## src/logic/vmem_params.svh

```systemverilog
`ifndef VMEM_PARAMS_SVH
`define VMEM_PARAMS_SVH

// ******************************
// widths and depths.
// ******************************
`define VMEM_ADDR_W     12
`define VMEM_WORD_W     32
`define VMEM_LANES      8
`define VMEM_ROWS       256
`define VMEM_TEXT_WORDS 512

// ******************************
// matrix inversion result words.
// ******************************
`define VMEM_MAT_L_LO   12'hA03
`define VMEM_MAT_L_HI   12'hA04
`define VMEM_MAT_U_LO   12'hA05
`define VMEM_MAT_U_HI   12'hA06

// words per factor, 8 low plus 1 high.
`define VMEM_MAT_WORDS  9

`endif

```

## src/logic/vmem_pkg.sv

```systemverilog
`include "vmem_params.svh"

package vmem_pkg;

    typedef enum logic [2:0] {
        W32  = 3'd2,
        W64  = 3'd3,
        W128 = 3'd4,
        W256 = 3'd7
    } access_width_e;

    // data region view, bit 11 clear selects the banks.
    typedef struct packed {
        logic                               region;
        logic [$clog2(`VMEM_ROWS)-1:0]      row;
        logic [$clog2(`VMEM_LANES)-1:0]     lane;
    } data_addr_t;

    typedef struct packed {
        logic [`VMEM_ADDR_W-$clog2(`VMEM_TEXT_WORDS)-1:0] prefix;
        logic [$clog2(`VMEM_TEXT_WORDS)-1:0]             word;
    } text_addr_t;

    typedef union packed {
        data_addr_t data_view;
        text_addr_t text_view;
    } vmem_addr_u;

    typedef struct packed {
        logic                                 write;
        access_width_e                        width;
        vmem_addr_u                           addr;
        logic [`VMEM_LANES*`VMEM_WORD_W-1:0]  wdata;
    } mem_req_t;

    typedef struct packed {
        logic                          en;
        logic                          we;
        logic [$clog2(`VMEM_ROWS)-1:0] row;
        logic [`VMEM_WORD_W-1:0]       wdata;
    } bank_req_t;

    typedef enum logic [1:0] {
        DATA   = 2'd0,
        TEXT   = 2'd1,
        MATRIX = 2'd2,
        NONE   = 2'd3
    } region_e;

    typedef struct packed {
        logic                           valid;
        region_e                        region;
        logic [$clog2(`VMEM_LANES)-1:0] offset;
        access_width_e                  width;
        logic [1:0]                     mat_sel;
    } read_tag_t;

    typedef struct packed {
        logic [`VMEM_LANES*`VMEM_WORD_W-1:0] rdata;
        logic                                fault;
    } mem_rsp_t;

endpackage

```

## src/logic/read_return.sv

```systemverilog
`timescale 1ns/10ps
`include "vmem_params.svh"

module read_return (
    input  vmem_pkg::read_tag_t                           read_tag,
    input  logic [`VMEM_LANES*`VMEM_WORD_W-1:0]           row_rdata,
    input  logic [`VMEM_WORD_W-1:0]                       text_rdata,
    input  logic [`VMEM_MAT_WORDS*`VMEM_WORD_W-1:0]       mat_l,
    input  logic [`VMEM_MAT_WORDS*`VMEM_WORD_W-1:0]       mat_u,
    output logic                                          rsp_valid,
    output vmem_pkg::mem_rsp_t                            rsp
);

    import vmem_pkg::*;

    logic [`VMEM_LANES-1:0]                 lane_keep;
    logic [`VMEM_LANES*`VMEM_WORD_W-1:0]    keep_bits;
    logic [`VMEM_LANES*`VMEM_WORD_W-1:0]    row_aligned;
    logic [`VMEM_MAT_WORDS*`VMEM_WORD_W-1:0] mat_src;

    // ******************************
    // data row realignment.
    // ******************************
    always_comb begin
        case (read_tag.width)
            W32:     lane_keep = 8'h01;
            W64:     lane_keep = 8'h03;
            W128:    lane_keep = 8'h0f;
            default: lane_keep = 8'hff;
        endcase
    end

    always_comb begin
        for (int i = 0; i < `VMEM_LANES; i++) begin
            keep_bits[i*`VMEM_WORD_W +: `VMEM_WORD_W] = {`VMEM_WORD_W{lane_keep[i]}};
        end
    end

    assign row_aligned = row_rdata >> {read_tag.offset, 5'b0};

    // upper select bit picks U over L.
    assign mat_src = read_tag.mat_sel[1] ? mat_u : mat_l;

    always_comb begin
        rsp.fault = 1'b0;
        case (read_tag.region)
            DATA:    rsp.rdata = row_aligned & keep_bits;
            TEXT:    rsp.rdata = {{(`VMEM_LANES-1)*`VMEM_WORD_W{1'b0}}, text_rdata};
            MATRIX: begin
                if (read_tag.mat_sel[0]) begin
                    // high half is word 8 alone.
                    rsp.rdata = {{(`VMEM_LANES-1)*`VMEM_WORD_W{1'b0}},
                                 mat_src[`VMEM_LANES*`VMEM_WORD_W +: `VMEM_WORD_W]};
                end else begin
                    rsp.rdata = mat_src[`VMEM_LANES*`VMEM_WORD_W-1:0];
                end
            end
            default: begin
                rsp.rdata = '0;
                rsp.fault = 1'b1;
            end
        endcase
    end

    assign rsp_valid = read_tag.valid;

endmodule

```

## config.mk

```make
export PLATFORM = sky130hd
export DESIGN_NAME = read_return
export DESIGN_NICKNAME = d
export VERILOG_FILES = /design/src/logic/vmem_pkg.sv /design/src/logic/read_return.sv
export VERILOG_INCLUDE_DIRS = /design/src /design/src/logic
export SDC_FILE = /design/constraint.sdc
export NUM_CORES = 1
export LEC_CHECK = 0
export BUFFER_PORTS_ARGS = -buffer_cell sky130_fd_sc_hd__buf_4
export CORE_AREA = 2 2 439 441
export DETAILED_ROUTE_END_ITERATION = 10
export DIE_AREA = 0 0 441 443
export PLACE_DENSITY_LB_ADDON = 0.2
export SYNTH_ARGS = -nofsm -noshare
export SYNTH_HDL_FRONTEND = slang
export SYNTH_SLANG_ARGS = --single-unit
```

## constraint.sdc

```tcl
create_clock -name vclk -period 2.9
set_input_delay 0.435 -clock vclk [all_inputs]
set_output_delay 0.435 -clock vclk [all_outputs]
set_load 0.02 [all_outputs]
```

Word level (Yosys, flattened, before mapping):

Index checks and enable logic that the tools add are counted.

* word-level logic and storage cells: 14
* bits of input ports: 875
* register bits: 0

* bitwise operators: 1
* shifts and indexed selects: 1
* multiplexer cells: 5
* reduce and logical (&&, ||, !) cells: 2
* equal/unequal tests: 5

Operators by type and width (count)
* 256-bit one-hot mux with 3 select lines: 1
* 288-bit two-way mux: 1
* 256-bit AND: 1
* 256-bit two-way mux: 1
* 256-bit by 8-bit right shift with 256-bit output: 1
* 8-bit one-hot mux with 3 select lines: 1
* 3-bit by 2-bit equality test with 1-bit output (second input constant): 2
* 3-bit equality test (second input constant): 1
* 3-bit OR reduction: 1
* 2-bit by 1-bit equality test with 1-bit output (second input constant): 1
* 2-bit equality test (second input constant): 1
* 2-bit logical NOT: 1
* 1-bit two-way mux: 1

Logic depth before layout (Yosys ltp):

* depth in word-level cells: 4
* depth in mapped cells: 7

Least setup slack after synthesis:

No wires, ideal clock.

* path type: input -> output
* start: in read_tag[7] (netlist name)
* end: out rsp[193] (netlist name)
* path buffers: 3
* arrival: 2.107 ns
* slack: 0.358 ns
* stages: 6
* data required time: 2.465 ns
* path through: buf_6 or3_4 or4_1 buf_2 buf_6 o22ai_1

RTL lines
* start: declaration: line read_return.sv:5 `input vmem_pkg::read_tag_t read_tag,`
* end: declaration: line read_return.sv:11 `output vmem_pkg::mem_rsp_t rsp`

==> impl_metrics.yaml <==
timing:
  post_layout_minimum_cycle_time_ps: 2880
  hold_viol_final: 0
  final_critical_path_setup_slack_ps: 17.5
  rsz0062_at_grt: "no"
  fin_setup_tns_ps: 0
  hold_ws_ps: 870
  finalCritPeriodShare_pct: 99.4
  max_slew.worst_pin.slew_ps: 881
  maxClockFrequency_ghz: 0.347
  relSlewSlack_pct: 39.6
  drv_slew: 0
  count_of_final_setup_violators: 0
drt:
  routed-via-count: 17700
  via_per_inst: 3.59
  drt_pass1_iterations: 5
  final_antenna_net_count: 0
  drc_errors: 0
  routed_wl_um: 163000
  avgRoutedWirePerCell_um: 33.0
  drt_iter0_markers: 1255
cts:
  holdBufCountCts: 0
global_routing:
  gr-usage-all-layers_pct: 15.8
  gr-usage-met3_pct: 2.66
  globalRouteMet2Util_pct: 28.9
  busiest_layer: "met2"
  grt_overflow_total: 0
  grt_first_pass_wirelength_um: 203000
  number_of_global_route_vias_before_repair: 18500
  largest_net_degree_at_the_start_of_global_routing: 67
  grt_antenna_before_repair: 38
  gr-usage-met1_pct: 19.3
power_and_ir_drop:
  switchingPower_mw: 2.36
  power.density_cell_area_mw_per_mm2: 178
  fin_total_pwr_mw: 4.49
  clock_power_share_pct: 0
  power.share.sequential_pct: 0
  swShare_pct: 52.5
  ir_worst_vdd_mv: 0.0727
  power_leakage_nw: 11.4
  comb_power_share_pct: 100.0
  p_int_mw: 2.13
synthesis:
  synth_top_area_cell: "sky130_fd_sc_hd__mux2i_1"
  average_cell_area_after_synthesis_um2: 9.72
  syn-instance-count: 1188
  netlist-cell-type-count: 29
  proportion_of_synthesized_chip_area_in_sequential_cells_pct: 0
  post_synth_main_area_contributors: "sky130_fd_sc_hd__mux2i_1 39%, sky130_fd_sc_hd__mux4_2 25%, sky130_fd_sc_hd__a221o_1 5.5%"
  synthesis.nets: 2063
  synthesis.yosys.warnings: 0
  synth_commonest_cells: "448 x sky130_fd_sc_hd__mux2i_1, 128 x sky130_fd_sc_hd__mux4_2, 94 x sky130_fd_sc_hd__clkbuf_1"
  synth_most_common_cell: "sky130_fd_sc_hd__mux2i_1"
  synth.cell_area_mm2: 0.0116
  synth_largest_type_area_fraction_pct: 38.8
cells_and_area:
  final_cell_area_mm2: 0.0252
  area_overhead_vs_synth_pct: 118
  layout.nets: 3275
  final.fill_count: 22000
  layout.cells.non_filler: 4932
  share_of_post_route_cells_with_drive_strength_above_1_pct: 64.3
  multi_input_area_mm2: 0.0110
  storage_element_area_um2: 0
  finalCoreUtilization_pct: 13.2
  layout.clock_buffers: 0
  seq_cells: 0
floorplan:
  core_area_mm2: 0.191
  die_h_um: 443
  io-pin-count: 1133
  floorplan.die_area_mm2: 0.195
  start_util_pct: 6.04
  num_rows: 161
  floorplan.die.width_um: 441
placement:
  dpl-instance-area_mm2: 0.0250
  gpl.final_weighted_congestion: 0.929
  dp_hpwl_um: 142000
  pre_cts_slack_ps: -258
  place.port_buffers: 1131
  dp.cells: 4915
setup_path:
  cp_max_fo: 15
  crit_start: "read_tag[9]"
  worstPathArrival_ps: 2450
  critical_path.endpoint: "rsp[206]"
  timing.setup.critical_path_class: "primary input to output pin"
  cp_data_required_time_ps: 2470
  start_kind: "primary input"
  cp-end-kind: "output pin"
hold_path:
  min-delay-path-class: "primary input to output pin"
run_status:
  run_status: "finished clean"
job:
  max-cap-violations: 0
-- worst min-delay path by stage --
stage            startpoint         to  slack [ps]  cells after the start
2_1_floorplan  read_tag[10]  rsp_valid         980                      1
3_3_place_gp   read_tag[10]  rsp_valid         870                      0
3_5_place_dp   read_tag[10]  rsp_valid         870                      0
4_1_cts        read_tag[10]  rsp_valid         870                      0
5_1_grt        read_tag[10]  rsp_valid         870                      0
6_report       read_tag[10]  rsp_valid         870                      0
-- cell type report --
cell class	count	share of cell area, %
timing repair buffer	1384	43.8
multi-input combinational	1014	43.6
antenna	8	0.0795
tap	2526	12.5
-- critical path: stages --
cell	delay, ps
sky130_fd_sc_hd__buf_4	170
sky130_fd_sc_hd__or3_4	420
sky130_fd_sc_hd__or4_4	570
sky130_fd_sc_hd__buf_12	200
sky130_fd_sc_hd__o22ai_1	400
sky130_fd_sc_hd__buf_4	230
-- power by group through the flow --
stage | Combinational [mW] | Clock (mW) | Sequential, mW
floorplan | 1.66 | 0 | 0
global placement | 4.54 | 0 | 0
detailed placement | 4.53 | 0 | 0
CTS | 4.57 | 0 | 0
global route | 4.71 | 0.000000233 | 0
finish | 4.49 | 0.000000190 | 0
-- cells by family after synthesis --
group / after synthesis / synth area share (%)
multiplexers: 576 / 63.8
AND/OR/NAND/NOR: 118 / 6.15
AO/OA/AOI/OAI: 320 / 23.6
buffers and inverters: 174 / 6.50
-- timing repair --
| item | CTS | global route |
|---|---|---|
| pin swaps | 1 | 0 |
| setup endpoints to repair | 43 | 1 |
| setup buffers | 9 | 0 |
| gates resized for setup | 13 | 1 |
-- placed cells by master, fill, tap and decap left out, types with 2 or more instances in the layout --
cell | netlist | routed
sky130_fd_sc_hd__nand4b_1 | 32 | 32
sky130_fd_sc_hd__o221ai_2 | 0 | 3
sky130_fd_sc_hd__buf_4 | 3 | 1332
sky130_fd_sc_hd__o22ai_2 | 0 | 3
sky130_fd_sc_hd__nor2_4 | 0 | 2
sky130_fd_sc_hd__mux4_2 | 128 | 128
sky130_fd_sc_hd__o221ai_1 | 64 | 60
sky130_fd_sc_hd__mux2i_2 | 0 | 2
sky130_fd_sc_hd__or3b_4 | 0 | 2
sky130_fd_sc_hd__or3_4 | 1 | 2
sky130_fd_sc_hd__diode_2 | 0 | 8
sky130_fd_sc_hd__o22ai_1 | 64 | 61
sky130_fd_sc_hd__nor3_2 | 0 | 2
sky130_fd_sc_hd__a22o_1 | 32 | 32
sky130_fd_sc_hd__mux2i_1 | 448 | 446
sky130_fd_sc_hd__o2bb2ai_1 | 64 | 64
sky130_fd_sc_hd__nand3_1 | 33 | 32
sky130_fd_sc_hd__buf_12 | 0 | 50
sky130_fd_sc_hd__nor2_1 | 34 | 32
sky130_fd_sc_hd__a2bb2oi_1 | 32 | 32
sky130_fd_sc_hd__a221o_1 | 64 | 63
sky130_fd_sc_hd__nor2b_4 | 0 | 3
-- metal layers --
metal  vias up  share of wire [%]
li1       7580                  -
met1      9181                 41
met2       791                 52
met3       126                5.6
met4         4                1.9
met5         -              0.017
Power figures use the tool's default switching activity.
