`config.mk`:
```
export PLATFORM = sky130hd
export DESIGN_NAME = mem_decoder
export DESIGN_NICKNAME = d
export VERILOG_FILES = /design/src/logic/vmem_pkg.sv /design/src/logic/mem_decoder.sv
export VERILOG_INCLUDE_DIRS = /design/src /design/src/logic
export SDC_FILE = /design/constraint.sdc
export NUM_CORES = 1
export LEC_CHECK = 0
export BUFFER_PORTS_ARGS = -buffer_cell sky130_fd_sc_hd__buf_2
export CORE_AREA = 2 2 260 262
export DETAILED_ROUTE_END_ITERATION = 10
export DIE_AREA = 0 0 262 264
export MAX_ROUTING_LAYER = met4
export PLACE_DENSITY = 0.41
export SYNTH_ARGS = -nofsm -noshare
export SYNTH_HDL_FRONTEND = slang
export SYNTH_SLANG_ARGS = --single-unit
export TNS_END_PERCENT = 20
```
`constraint.sdc`:
```
create_clock -name clk -period 3.7 [get_ports clk]
set_clock_uncertainty 0.1 [all_clocks]
set_input_delay 0.37 -clock clk [delete_from_list [all_inputs] [get_ports clk]]
set_output_delay 0.37 -clock clk [all_outputs]
set_load 0.01 [all_outputs]
```
`src/logic/vmem_params.svh`:
```
`ifndef VMEM_PARAMS_SVH
`define VMEM_PARAMS_SVH

// ******************************
// widths and depths.
// ******************************
`define VMEM_ADDR_W     12
`define VMEM_WORD_W     32
`define VMEM_LANES      8
`define VMEM_ROWS       256
`define VMEM_TEXT_WORDS 512

// ******************************
// matrix inversion result words.
// ******************************
`define VMEM_MAT_L_LO   12'hA03
`define VMEM_MAT_L_HI   12'hA04
`define VMEM_MAT_U_LO   12'hA05
`define VMEM_MAT_U_HI   12'hA06

// words per factor, 8 low plus 1 high.
`define VMEM_MAT_WORDS  9

`endif

```
`src/logic/vmem_pkg.sv`:
```
`include "vmem_params.svh"

package vmem_pkg;

    typedef enum logic [2:0] {
        W32  = 3'd2,
        W64  = 3'd3,
        W128 = 3'd4,
        W256 = 3'd7
    } access_width_e;

    // data region view, bit 11 clear selects the banks.
    typedef struct packed {
        logic                               region;
        logic [$clog2(`VMEM_ROWS)-1:0]      row;
        logic [$clog2(`VMEM_LANES)-1:0]     lane;
    } data_addr_t;

    typedef struct packed {
        logic [`VMEM_ADDR_W-$clog2(`VMEM_TEXT_WORDS)-1:0] prefix;
        logic [$clog2(`VMEM_TEXT_WORDS)-1:0]             word;
    } text_addr_t;

    typedef union packed {
        data_addr_t data_view;
        text_addr_t text_view;
    } vmem_addr_u;

    typedef struct packed {
        logic                                 write;
        access_width_e                        width;
        vmem_addr_u                           addr;
        logic [`VMEM_LANES*`VMEM_WORD_W-1:0]  wdata;
    } mem_req_t;

    typedef struct packed {
        logic                          en;
        logic                          we;
        logic [$clog2(`VMEM_ROWS)-1:0] row;
        logic [`VMEM_WORD_W-1:0]       wdata;
    } bank_req_t;

    typedef enum logic [1:0] {
        DATA   = 2'd0,
        TEXT   = 2'd1,
        MATRIX = 2'd2,
        NONE   = 2'd3
    } region_e;

    typedef struct packed {
        logic                           valid;
        region_e                        region;
        logic [$clog2(`VMEM_LANES)-1:0] offset;
        access_width_e                  width;
        logic [1:0]                     mat_sel;
    } read_tag_t;

    typedef struct packed {
        logic [`VMEM_LANES*`VMEM_WORD_W-1:0] rdata;
        logic                                fault;
    } mem_rsp_t;

endpackage

```
`src/logic/mem_decoder.sv`:
```
`timescale 1ns/10ps
`include "vmem_params.svh"

module mem_decoder (
    input  logic                                    clk,
    input  logic                                    reset,
    input  logic                                    req_valid,
    input  vmem_pkg::mem_req_t                      req,
    output vmem_pkg::bank_req_t [`VMEM_LANES-1:0]   bank_req,
    output logic                                    text_en,
    output logic                                    text_we,
    output logic [$clog2(`VMEM_TEXT_WORDS)-1:0]     text_word,
    output logic [`VMEM_WORD_W-1:0]                 text_wdata,
    output vmem_pkg::read_tag_t                     read_tag
);

    import vmem_pkg::*;

    region_e                             region;
    logic [1:0]                          mat_sel;
    logic [`VMEM_ADDR_W-1:0]             mat_offset;
    logic [`VMEM_LANES-1:0]              width_mask;
    logic [`VMEM_LANES-1:0]              lane_mask;
    logic [`VMEM_LANES*`VMEM_WORD_W-1:0] wdata_shifted;
    logic                                fault;

    // ******************************
    // region decode.
    // ******************************
    assign mat_offset = req.addr - `VMEM_MAT_L_LO;
    assign mat_sel    = mat_offset[1:0];

    always_comb begin
        if (req.addr.data_view.region == 1'b0) begin
            region = DATA;
        end else if (req.addr.text_view.prefix == 3'b100) begin
            region = TEXT;
        end else if (req.addr >= `VMEM_MAT_L_LO && req.addr <= `VMEM_MAT_U_HI) begin
            region = MATRIX;
        end else begin
            region = NONE;
        end
    end

    // matrix words are read only.
    assign fault = (region == NONE) || (region == MATRIX && req.write);

    // ******************************
    // lane mask and write alignment.
    // ******************************
    always_comb begin
        case (req.width)
            W32:     width_mask = 8'h01;
            W64:     width_mask = 8'h03;
            W128:    width_mask = 8'h0f;
            default: width_mask = 8'hff;
        endcase
    end

    // lanes past 7 fall off the top.
    assign lane_mask     = width_mask << req.addr.data_view.lane;
    assign wdata_shifted = req.wdata << {req.addr.data_view.lane, 5'b0};

    always_comb begin
        for (int i = 0; i < `VMEM_LANES; i++) begin
            bank_req[i].en    = req_valid && (region == DATA) && lane_mask[i];
            bank_req[i].we    = req.write;
            bank_req[i].row   = req.addr.data_view.row;
            bank_req[i].wdata = wdata_shifted[i*`VMEM_WORD_W +: `VMEM_WORD_W];
        end
    end

    assign text_en    = req_valid && (region == TEXT);
    assign text_we    = req.write;
    assign text_word  = req.addr.text_view.word;
    assign text_wdata = req.wdata[`VMEM_WORD_W-1:0];

    // tag for the response cycle, faulting writes return as NONE.
    always_ff @(posedge clk) begin
        if (reset) begin
            read_tag.valid <= 1'b0;
        end else begin
            read_tag.valid <= req_valid && (!req.write || fault);
        end
        read_tag.region  <= fault ? NONE : region;
        read_tag.offset  <= req.addr.data_view.lane;
        read_tag.width   <= req.width;
        read_tag.mat_sel <= mat_sel;
    end

endmodule

```
# --- Yosys cells after proc, flatten, opt, wreduce, memory -nomap -nowiden ---
# Index checks and enable logic that the tools add are counted.
op_classes:
  reduce_logical: 17
  n_lt_le_gt_ge: 2
  n_addsub: 1
  shift: 2
  n_eq_ne: 7
  mux: 4
ops:
  columns: ["cell", "n"]
  rows:
  - ["left shift 256 x 8 -> 256 bit", 1]
  - ["one-hot mux 8 bit (3 select lines)", 1]
  - ["logical AND 1 bit", 13]
  - [">= comparator 12 bit (second input constant)", 1]
  - ["less-or-equal comparator 12 bit (second input constant)", 1]
  - ["left shift 8 x 3 -> 8 bit", 1]
  - ["== test 3 x 2 -> 1 bit (second input constant)", 2]
  - ["== test 3 bit (second input constant)", 2]
  - ["== test 2 bit (second input constant)", 2]
  - ["2-to-1 mux 2 bit", 2]
  - ["== test 2 x 1 -> 1 bit (second input constant)", 1]
  - ["logical NOT 2 bit", 1]
  - ["logical OR 1 bit", 2]
  - ["subtractor 2 bit (second input constant)", 1]
  - ["logical NOT 1 bit", 1]
  - ["2-to-1 mux 1 bit", 1]
totals:
  input_bits: 275
  ff_bits: 11
  elab_cells: 38
  out_inout_bits: 390

# --- Longest topological paths before layout ---
# Gate-level depths: netlist (run 1).
depth:
  ltp_word: 10
  mapped_depth: 7
  depth_no_buf: 4

# --- Worst setup path before layout (run 1) ---
# Ideal clock, no wire load.
synth_timing:
  path_kind: "input-to-output"
  start: "in req[257] (netlist name)"
  end: "out bank_req[209] (netlist name)"
  n_path_buf: 2
  t_arrival_ns: 1.715
  t_required_ns: 3.230
  path_stages: 6
  setup_slack_ns: 1.515
  cell_sequence: "buf_4 clkinv_1 clkbuf_1 ha_1 inv_1 a2111oi_1"
synth_lines:
  columns: ["element", "line_no", "rtl"]
  rows:
  - ["start, declared", "mem_decoder.sv:8", "input vmem_pkg::mem_req_t req,"]
  - ["end, declared", "mem_decoder.sv:9", "output vmem_pkg::bank_req_t [`VMEM_LANES-1:0] bank_req,"]

==> impl_metrics.yaml, run 1 <==
logic_synthesis:
  yosys-mux-area-fraction: 0.296
  synth_area_in_compound_gates: 0.310
  post_synth_xor_area_fraction: 0
  number_of_instances_in_the_synthesized_netlist: 1014
  synth_simple_gate_area_share: 0.156
  postSynth.asyncResetShare: 0
  adder_cell_share_of_the_synthesized_area: 0.00476
  synthesis.area_per_instance_sq_um: 7.78
  synth-main-ff-cell: "sky130_fd_sc_hd__dfxtp_1"
  ys_seq_elements: 11
  yosysWarningCount: 0
  yosys.cell_types.count: 47
  dominant_combinational_cell_family_by_area_after_synthesis: "compound AO/OA/AOI/OAI gates"
  number_of_enable_flip_flop_cells_after_synthesis: 0
  synth_seq_area_share: 0.0279
  synth.net_count: 1292
  mappedNetlistArea_sq_um: 7890
global_routing:
  gr-usage-all-layers: 0.139
  gr-total-overflow: 0
  pin_count_of_the_biggest_net_entering_global_routing: 91
  grt_antenna_before_repair: 12
  grt_first_pass_wirelength_microns: 70800
  vias_in_the_first_global_route: 10198
power_and_ir_drop:
  swShare: 0.532
  power.internal_uw: 936
  switching_power_mw: 1.06
  p_total_mw: 2.00
  proportion_of_power_drawn_by_the_clock_network: 0.104
  irDropWorstVdd_mv: 0.196
  power.static_leakage_nw: 5.52
  p_seq_frac: 0.064
  pwr-share-comb: 0.833
  power_density_nw_per_um2: 178
timing:
  layout_worst_path_cycle_share: 0.765
  rsz0062_at_grt: "no"
  final-hold-violation-count: 0
  totalNegativeSetupSlack_ns: 0
  slew-limit-headroom: 0.233
  worst_pin_slew_ns: 1.15
  min_period_ns: 2.83
  fin_ws_ns: 0.869
  finalMaxSlewViolations: 0
  clock.fmax_ghz: 0.353
  finalSetupViolations: 0
finish:
  sequential_cell_area_sq_um: 220
  fin_nets: 1768
  layout.cells.most_common_list: "sky130_fd_sc_hd__buf_2, sky130_fd_sc_hd__mux2i_1, sky130_fd_sc_hd__nor2_1"
  registers.top_by_ff_count: "read_tag"
  multi_input_area_sq_um: 6060
  layout-area-overhead-vs-synth_pct: 42.4
  max_ffs_per_register: 11
  fillers: 7671
  drive_gt1_frac: 0.549
  most_common_library_cell_in_the_layout_ignoring_fill_and_taps: "sky130_fd_sc_hd__buf_2"
  reg_top3: "read_tag (11)"
  fin_area_sq_um: 11200
floorplanning:
  die_h_microns: 264
  row_cnt: 95
  placeableCoreArea_sq_um: 66600
  design.portCount: 665
  die_width_microns: 262
  die-area_sq_um: 69200
  floorplan.initialDensity: 0.118
worst_hold_path:
  holdCritPathClass: "in -> reg"
clocking:
  cts_tree: "built"
  clock_tree.buffer_depth: 2
  post_cts_resized: 0
  cts.htree.levels: 1
  cts.repair_timing.setup_buffer_count: 0
  clock_sink_count: 11
  clock_root_buffer: "sky130_fd_sc_hd__clkbuf_16"
  ctsHoldBuffers: 0
  clk_transition_reported_paths_ns: 0.05
  cts_buffers: 3
placement:
  place_ws_ns: 0.832
  port-buffer-count: 664
  finalWeightedCongestion: 0.950
  place.detailed.hpwl_microns: 40800
  postPlaceCellArea_sq_um: 11100
setup_path:
  timing.critical_path.arrival_ns: 2.36
  worst_setup_path_start_kind: "input pin"
  worst_ep_required_time_ns: 3.23
  critical_path.endpoint_type: "primary output"
  crit_type: "in -> out"
  critical_path.endpoint: "bank_req[176]"
  cp-startpoint: "req[258]"
  maximum_fanout_along_the_worst_path: 32
detailed_routing:
  route.antenna.remaining_nets: 0
  via_density: 4.45
  drt_first_pass_iters: 7
  dr.first_iter.drc_count: 693
  vias: 10549
  drc_errors: 0
  post_drt_wl_per_cell_microns: 21.6
  postRouteWirelength_microns: 51100
job:
  timing.max_cap.violations: 0
run_status:
  run_status: "completed"
==> cells by family (layout without fill, tap and decap cells) <==
family | after synthesis | after routing
other cells | 0 | 6
buf+inv | 232 | 707
fa+ha+maj | 3 | 3
compound gates | 277 | 277
flops | 11 | 11
simple gates | 267 | 267
mux | 224 | 224
==> layout make-up <==
| cell class | count | share of cell area |
|---|---|---|
| Timing Repair Buffer | 700 | 0.334 |
| Tap cell | 873 | 0.0973 |
| Clock inverter | 1 | 0.000446 |
| Sequential cell | 11 | 0.0196 |
| Multi-Input combinational cell | 771 | 0.540 |
| Antenna cell | 6 | 0.00134 |
| Clock buffer | 3 | 0.00669 |
| Inverter | 3 | 0.00100 |
==> per-stage QoR <==
step                       util  hold slack, ns  cells
after floorplan               -           0.298   1014
after global placement    0.167           0.419   2358
after CTS                 0.168           0.170   2362
final                     0.169           0.169   2368
after global routing      0.169           0.170   2368
after detailed placement  0.167           0.422   2358
==> power by group through the flow <==
stage / sequential (mW) / clock (mW) / combinational, mW
final: 0.127 / 0.207 / 1.66
after global routing: 0.128 / 0.210 / 1.79
after CTS: 0.127 / 0.209 / 1.68
after detailed placement: 0.130 / 0 / 1.67
after global placement: 0.130 / 0 / 1.67
after floorplan: 0.134 / 0 / 0.982
==> critical path, stage by stage <==
cell                       delay [ns]
sky130_fd_sc_hd__buf_4           0.41
sky130_fd_sc_hd__nor3b_2         1.00
sky130_fd_sc_hd__nand2_1         0.18
sky130_fd_sc_hd__o221ai_1        0.18
sky130_fd_sc_hd__buf_2           0.20
==> per-layer routing <==
layer / vias to the layer above / global-route usage / wire length (microns) / share of wire
met3: 55 / 0.0155 / 3600 / 0.070
met4: 0 / 0.0276 / 996 / 0.019
li1: 4731 / - / - / -
met1: 5142 / 0.160 / 20200 / 0.40
met2: 621 / 0.256 / 26300 / 0.51
met5: - / - / 0 / 0
==> how the worst min path moves through the flow <==
stage             start          end  slack [ns]  cells past startpoint
5_1_grt        req[270]  read_tag[4]        0.17                      1
4_1_cts        req[270]  read_tag[4]        0.17                      1
3_5_place_dp   req[270]  read_tag[4]        0.42                      1
3_3_place_gp   req[270]  read_tag[4]        0.42                      1
6_report       req[270]  read_tag[4]        0.17                      1
2_1_floorplan  req[268]  read_tag[2]        0.30                      0
==> Yosys cell counts, types with 2 or more instances <==
cell	instances	area share
sky130_fd_sc_hd__mux2i_1	154	0.20
sky130_fd_sc_hd__nor2_1	119	0.057
sky130_fd_sc_hd__buf_4	117	0.11
sky130_fd_sc_hd__a211oi_1	80	0.076
sky130_fd_sc_hd__mux2_2	69	0.099
sky130_fd_sc_hd__nand2_1	60	0.029
sky130_fd_sc_hd__o221ai_1	58	0.064
sky130_fd_sc_hd__clkbuf_1	41	0.020
sky130_fd_sc_hd__buf_2	33	0.021
sky130_fd_sc_hd__and3_1	32	0.025
sky130_fd_sc_hd__a221oi_2	28	0.053
sky130_fd_sc_hd__o2bb2ai_1	26	0.029
sky130_fd_sc_hd__nand2b_1	25	0.020
sky130_fd_sc_hd__a22o_1	20	0.022
sky130_fd_sc_hd__o22ai_1	19	0.015
sky130_fd_sc_hd__a221oi_1	16	0.018
sky130_fd_sc_hd__buf_6	16	0.023
sky130_fd_sc_hd__nor2b_1	15	0.012
sky130_fd_sc_hd__dfxtp_1	11	0.028
sky130_fd_sc_hd__buf_1	10	0.0048
sky130_fd_sc_hd__buf_8	8	0.015
sky130_fd_sc_hd__nor3_1	7	0.0044
sky130_fd_sc_hd__a22oi_1	6	0.0057
sky130_fd_sc_hd__o21ai_1	6	0.0038
sky130_fd_sc_hd__a211oi_2	5	0.0079
sky130_fd_sc_hd__buf_12	4	0.010
sky130_fd_sc_hd__ha_1	3	0.0048
sky130_fd_sc_hd__o21a_1	3	0.0029
sky130_fd_sc_hd__a2111oi_2	2	0.0038
sky130_fd_sc_hd__inv_1	2	0.00095
sky130_fd_sc_hd__nor4_1	2	0.0016
sky130_fd_sc_hd__o21ai_0	2	0.0013
(Power assumes the default switching activity.)
==> run 2, diff against run 1 <==
--- a/config.mk
+++ b/config.mk
@@ -7,11 +7,11 @@
 export NUM_CORES = 1
 export LEC_CHECK = 0
 export BUFFER_PORTS_ARGS = -buffer_cell sky130_fd_sc_hd__buf_2
-export CORE_AREA = 2 2 260 262
+export CORE_AREA = 2 2 262 264
 export DETAILED_ROUTE_END_ITERATION = 10
-export DIE_AREA = 0 0 262 264
+export DIE_AREA = 0 0 264 266
 export MAX_ROUTING_LAYER = met4
-export PLACE_DENSITY = 0.41
+export PLACE_DENSITY = 0.4
 export SYNTH_ARGS = -nofsm -noshare
 export SYNTH_HDL_FRONTEND = slang
 export SYNTH_SLANG_ARGS = --single-unit
==> constraint.sdc (replaced) <==
create_clock -name clk -period 2.85 [get_ports clk]
set_clock_uncertainty 0.1 [all_clocks]
set_input_delay 0.285 -clock clk [delete_from_list [all_inputs] [get_ports clk]]
set_output_delay 0.285 -clock clk [all_outputs]
set_load 0.01 [all_outputs]
==> run 2 against run 1 <==
Against the previous run:
- via count shrank 0.19%
- die area is 1.5% higher
- sequential share of layout area barely moved
- wire length rose by 0.65%
- cell count increased by 0.84%
- first-iteration DRC count is 2.6% higher
- utilization is essentially flat
- non-clock buffer count increased by 15
- worst setup slack got worse by 0.49 ns
- global-route usage down 0.12 points
- clock power is 32% higher
- highest routed layer unchanged
==> impl_metrics.yaml, run 2 (synthesis gave the netlist of run 1 again) <==
global_routing:
  vias_in_the_first_global_route: 10407
  grt_first_pass_wirelength_microns: 71300
  pin_count_of_the_biggest_net_entering_global_routing: 60
  grt_antenna_before_repair: 8
  gr-total-overflow: 0
  gr-usage-all-layers: 0.138
clocking:
  clk_transition_reported_paths_ns: 0.05
  cts.htree.levels: 1
  cts.repair_timing.setup_buffer_count: 0
  cts_buffers: 3
  clock_tree.buffer_depth: 2
  ctsHoldBuffers: 0
  cts_tree: "built"
  clock_root_buffer: "sky130_fd_sc_hd__clkbuf_16"
  clock_sink_count: 11
  post_cts_resized: 0
detailed_routing:
  post_drt_wl_per_cell_microns: 21.5
  dr.first_iter.drc_count: 711
  drt_first_pass_iters: 5
  via_density: 4.41
  route.antenna.remaining_nets: 0
  drc_errors: 0
  vias: 10529
  postRouteWirelength_microns: 51400
floorplanning:
  floorplan.initialDensity: 0.116
  die_width_microns: 264
  placeableCoreArea_sq_um: 67700
  design.portCount: 665
  die_h_microns: 266
  row_cnt: 96
  die-area_sq_um: 70200
timing:
  fin_ws_ns: 0.383
  holdWs_ns: 0.0837
  finalSetupViolations: 0
  final-hold-violation-count: 0
  clock.fmax_ghz: 0.405
  totalNegativeSetupSlack_ns: 0
  slew-limit-headroom: 0.196
  worst_pin_slew_ns: 1.20
  rsz0062_at_grt: "no"
  min_period_ns: 2.47
  layout_worst_path_cycle_share: 0.866
  finalMaxSlewViolations: 0
power_and_ir_drop:
  power.static_leakage_nw: 5.62
  irDropWorstVdd_mv: 0.157
  power_density_nw_per_um2: 231
  pwr-share-comb: 0.833
  switching_power_mw: 1.39
  proportion_of_power_drawn_by_the_clock_network: 0.104
  power.internal_mw: 1.24
  p_seq_frac: 0.063
  swShare: 0.530
finish:
  reg_top3: "read_tag (11)"
  final-instance-count-excl-fill: 2388
  fin_nets: 1783
  registers.top_by_ff_count: "read_tag"
  layout.cells.most_common_list: "sky130_fd_sc_hd__buf_2, sky130_fd_sc_hd__mux2i_1, sky130_fd_sc_hd__nor2_1"
  most_common_library_cell_in_the_layout_ignoring_fill_and_taps: "sky130_fd_sc_hd__buf_2"
  layout-area-overhead-vs-synth_pct: 44.5
  drive_gt1_frac: 0.555
  max_ffs_per_register: 11
  post_route_utilization: 0.168
placement:
  place_ws_ns: 0.262
  placed_cells_incl_taps: 2382
  place.detailed.hpwl_microns: 41600
  finalWeightedCongestion: 0.934
  port-buffer-count: 664
setup_path:
  timing.critical_path.cells: "buf_4, or2_4, buf_12, o22ai_1, nor4_1, buf_4, buf_2"
  max_incr_delay_on_cp_ns: 0.47
  maximum_fanout_along_the_worst_path: 29
  cp_max_delay_cell: "sky130_fd_sc_hd__nor4_1"
  timing.critical_path.arrival_ns: 2.08
  worst_setup_path_start_kind: "input pin"
  worst_ep_required_time_ns: 2.47
  critical_path.most_common_cell: "sky130_fd_sc_hd__buf_4"
  critical_path.endpoint_type: "primary output"
  crit_type: "in -> out"
job:
  timing.max_cap.violations: 0
worst_hold_path:
  hold_wc_startpoint: "req[270]"
  min_to: "read_tag[4]"
  hold_depth: 1
  holdCritPathClass: "in -> reg"
run_status:
  run_status: "completed"
run 2: changes by cell type in the layout (fill, tap and decap cells not counted), sizes merged:
cell   delta
buf      +15
diode     -4
run 2: worst max-delay path by stage:
stage	startpoint	to	slack (ns)	cells past startpoint
after floorplan	req[257]	bank_req[209]	0.83	6
after global placement	req[257]	bank_req[251]	0.25	7
after detailed placement	req[257]	bank_req[251]	0.26	7
after CTS	req[257]	bank_req[251]	0.26	7
after global routing	req[258]	bank_req[198]	0.23	5
final	req[257]	bank_req[251]	0.38	7
run 2: cell type report:
class                   instances  area, sq um
well taps                     882         1100
inverters                       3         11.3
fillers                      7885        56300
clock inverters                 1         5.00
multi-input cells             771         6070
repair buffers                715         3910
clock buffers                   3         75.1
diodes                          2         5.00
flip-flops and latches         11          220
run 2: power by group through the flow:
stage	clock network, mW	logic [mW]	registers [mW]
floorplan	0	1.28	0.174
global placement	0	2.21	0.168
detailed placement	0	2.20	0.169
CTS	0.282	2.21	0.166
global route	0.285	2.35	0.166
finish	0.274	2.19	0.166
run 2: routing by layer:
| metal | global-route usage | up-vias | routed length, microns |
|---|---|---|---|
| li1 | - | 4775 | - |
| met1 | 0.165 | 5110 | 21500 |
| met2 | 0.244 | 577 | 25700 |
| met3 | 0.0220 | 67 | 3500 |
| met4 | 0.0243 | 0 | 817 |
| met5 | - | - | 0 |
run 2: critical path, delay by kind of cell:
family                 cells  cell delay [ns]
buffers and inverters      4             0.86
and+or+nand+nor            2             0.78
AOI/OAI and AO/OA          1             0.10
run 2: through the flow:
step / instance area (sq um) / power, mW
after floorplan: 7890 / 1.45
after CTS: 11400 / 2.66
after detailed placement: 11300 / 2.37
after global placement: 11300 / 2.38
after global routing: 11400 / 2.80
final: 11400 / 2.63
==> run 3, diff against run 2 <==
--- a/config.mk
+++ b/config.mk
@@ -7,11 +7,12 @@
 export NUM_CORES = 1
 export LEC_CHECK = 0
 export BUFFER_PORTS_ARGS = -buffer_cell sky130_fd_sc_hd__buf_2
-export CORE_AREA = 2 2 262 264
+export CORE_AREA = 2 2 260 262
 export DETAILED_ROUTE_END_ITERATION = 10
-export DIE_AREA = 0 0 264 266
+export DIE_AREA = 0 0 262 264
 export MAX_ROUTING_LAYER = met4
-export PLACE_DENSITY = 0.4
+export PLACE_DENSITY = 0.41
+export SETUP_SLACK_MARGIN = 0.05
 export SYNTH_ARGS = -nofsm -noshare
 export SYNTH_HDL_FRONTEND = slang
 export SYNTH_SLANG_ARGS = --single-unit
==> constraint.sdc (replaced) <==
create_clock -name clk -period 2.9 [get_ports clk]
set_clock_uncertainty 0.1 [all_clocks]
set_input_delay 0.145 -clock clk [delete_from_list [all_inputs] [get_ports clk]]
set_output_delay 0.145 -clock clk [all_outputs]
set_load 0.01 [all_outputs]
==> run 3 against run 2 <==
Against the previous run:
- utilization increased by 0.28 points
- hold slack got worse by 0.059 ns
- sequential power about the same
- first-iteration DRC count up 5.3%
- wire length down 0.35%
- clock-buffer cell count unchanged
- critical path depth decreased by 1
- design area down 0.12%
- clock power is 3% lower
- die area decreased by 1.5%
- combinational power shrank 2%
- worst setup slack gained 0.051 ns
==> impl_metrics.yaml, run 3 (synthesis gave the netlist of run 1 again) <==
setup_path:
  worst_setup_path_start_kind: "input pin"
  cp_max_delay_cell: "sky130_fd_sc_hd__a211oi_1"
  worst_ep_required_time_ns: 2.65
  timing.critical_path.arrival_ns: 2.22
  crit_type: "in -> out"
  critical_path.endpoint_type: "primary output"
  timing.critical_path.cells: "buf_8, buf_4, mux2i_1, a22o_1, a211oi_1, buf_2"
  max_incr_delay_on_cp_ns: 0.69
  maximum_fanout_along_the_worst_path: 77
finish:
  reg_top3: "read_tag (11)"
  layout.cells.most_common_list: "sky130_fd_sc_hd__buf_2, sky130_fd_sc_hd__mux2i_1, sky130_fd_sc_hd__nor2_1"
  max_ffs_per_register: 11
  fillers: 7712
  fin_nets: 1788
  registers.top_by_ff_count: "read_tag"
  sequential_cell_area_sq_um: 220
  layout-area-overhead-vs-synth_pct: 44.4
  multi_input_area_sq_um: 6060
  most_common_library_cell_in_the_layout_ignoring_fill_and_taps: "sky130_fd_sc_hd__buf_2"
  drive_gt1_frac: 0.553
detailed_routing:
  drc_errors: 0
  drt_first_pass_iters: 6
  via_density: 4.40
  post_drt_wl_per_cell_microns: 21.5
  dr.first_iter.drc_count: 749
  vias: 10500
  postRouteWirelength_microns: 51300
  route.antenna.remaining_nets: 0
power_and_ir_drop:
  power_density_nw_per_um2: 226
  irDropWorstVdd_mv: 0.157
  power.internal_mw: 1.21
  power.static_leakage_nw: 5.62
  swShare: 0.530
  p_total_mw: 2.57
  proportion_of_power_drawn_by_the_clock_network: 0.104
  switching_power_mw: 1.36
  pwr-share-comb: 0.833
  p_seq_frac: 0.063
floorplanning:
  floorplan.initialDensity: 0.118
  row_cnt: 95
  design.portCount: 665
  placeableCoreArea_sq_um: 66600
  die_width_microns: 262
  die_h_microns: 264
  die-area_sq_um: 69200
clocking:
  clock_sink_count: 11
  cts.htree.levels: 1
  ctsHoldBuffers: 3
  post_cts_resized: 0
  clock_root_buffer: "sky130_fd_sc_hd__clkbuf_16"
  cts_tree: "built"
  cts_buffers: 3
  clock_tree.buffer_depth: 2
  clk_transition_reported_paths_ns: 0.05
  cts.repair_timing.setup_buffer_count: 0
global_routing:
  use_met1: 0.167
  gr-total-overflow: 0
  top_usage_layer: "met2"
  globalRouteMet3Util: 0.0154
  grt_first_pass_wirelength_microns: 71800
  gr-usage-all-layers: 0.141
  gr-usage-met2: 0.257
  grt_antenna_before_repair: 13
  pin_count_of_the_biggest_net_entering_global_routing: 78
  vias_in_the_first_global_route: 10327
timing:
  final-hold-violation-count: 0
  worst_pin_slew_ns: 0.805
  totalNegativeSetupSlack_ns: 0
  finalMaxSlewViolations: 0
  clock.fmax_ghz: 0.405
  slew-limit-headroom: 0.448
  min_period_ns: 2.47
  finalSetupViolations: 0
  layout_worst_path_cycle_share: 0.850
  fin_ws_ns: 0.434
  rsz0062_at_grt: "no"
placement:
  port-buffer-count: 664
  place_ws_ns: 0.323
  finalWeightedCongestion: 0.931
  place.detailed.hpwl_microns: 42100
job:
  timing.max_cap.violations: 0
worst_hold_path:
  holdCritPathClass: "in -> reg"
run_status:
  run_status: "completed"
==> run 3: changes by cell type in the layout (fill, tap and decap cells not counted), sizes merged <==
cell,delta
diode,+3
dlygate4sd3,+3
buf,+2
==> run 3: area by class of cell <==
class | instances | share of cell area
multi-input combinational | 771 | 0.533
timing repair buffer | 720 | 0.343
tap | 873 | 0.0959
sequential | 11 | 0.0193
clock buffer | 3 | 0.00659
antenna | 5 | 0.00110
inverter | 3 | 0.000989
clock inverter | 1 | 0.000440
==> run 3: power by group through the flow <==
| stage | sequential [mW] | combinational (mW) | clock, mW |
|---|---|---|---|
| final | 0.163 | 2.15 | 0.267 |
| after global routing | 0.164 | 2.31 | 0.278 |
| after CTS | 0.163 | 2.16 | 0.274 |
| after detailed placement | 0.166 | 2.15 | 0 |
| after global placement | 0.167 | 2.16 | 0 |
| after floorplan | 0.171 | 1.25 | 0 |
==> run 3: worst max-delay path: cells and delay by family <==
family	cells	cell delay, ns
buffers and inverters	3	1.08
AOI/OAI and AO/OA	2	0.87
muxes	1	0.09
==> run 3: metrics by stage <==
stage          instances  cell area [sq um]  hold slack, ns  utilization
2_1_floorplan       1014               7890          0.0727            -
3_3_place_gp        2375              11300           0.191        0.169
3_5_place_dp        2375              11300           0.196        0.169
4_1_cts             2382              11400          0.0122        0.171
5_1_grt             2387              11400          0.0207        0.171
6_report            2387              11400          0.0247        0.171
==> run 3: worst paths after layout <==
check | from | endpoint | slack (ns) | cells past startpoint
setup / recovery | req[256] | bank_req[283] | 0.43 | 6
hold / removal | req[268] | read_tag[2] | 0.02 | 1
==> run 3: routing by layer <==
metal,wire [microns],part of all wire,up-vias
met2,26400,0.51,582
met3,3430,0.067,43
li1,-,-,4785
met5,0,0,-
met1,20600,0.40,5090
met4,835,0.016,0
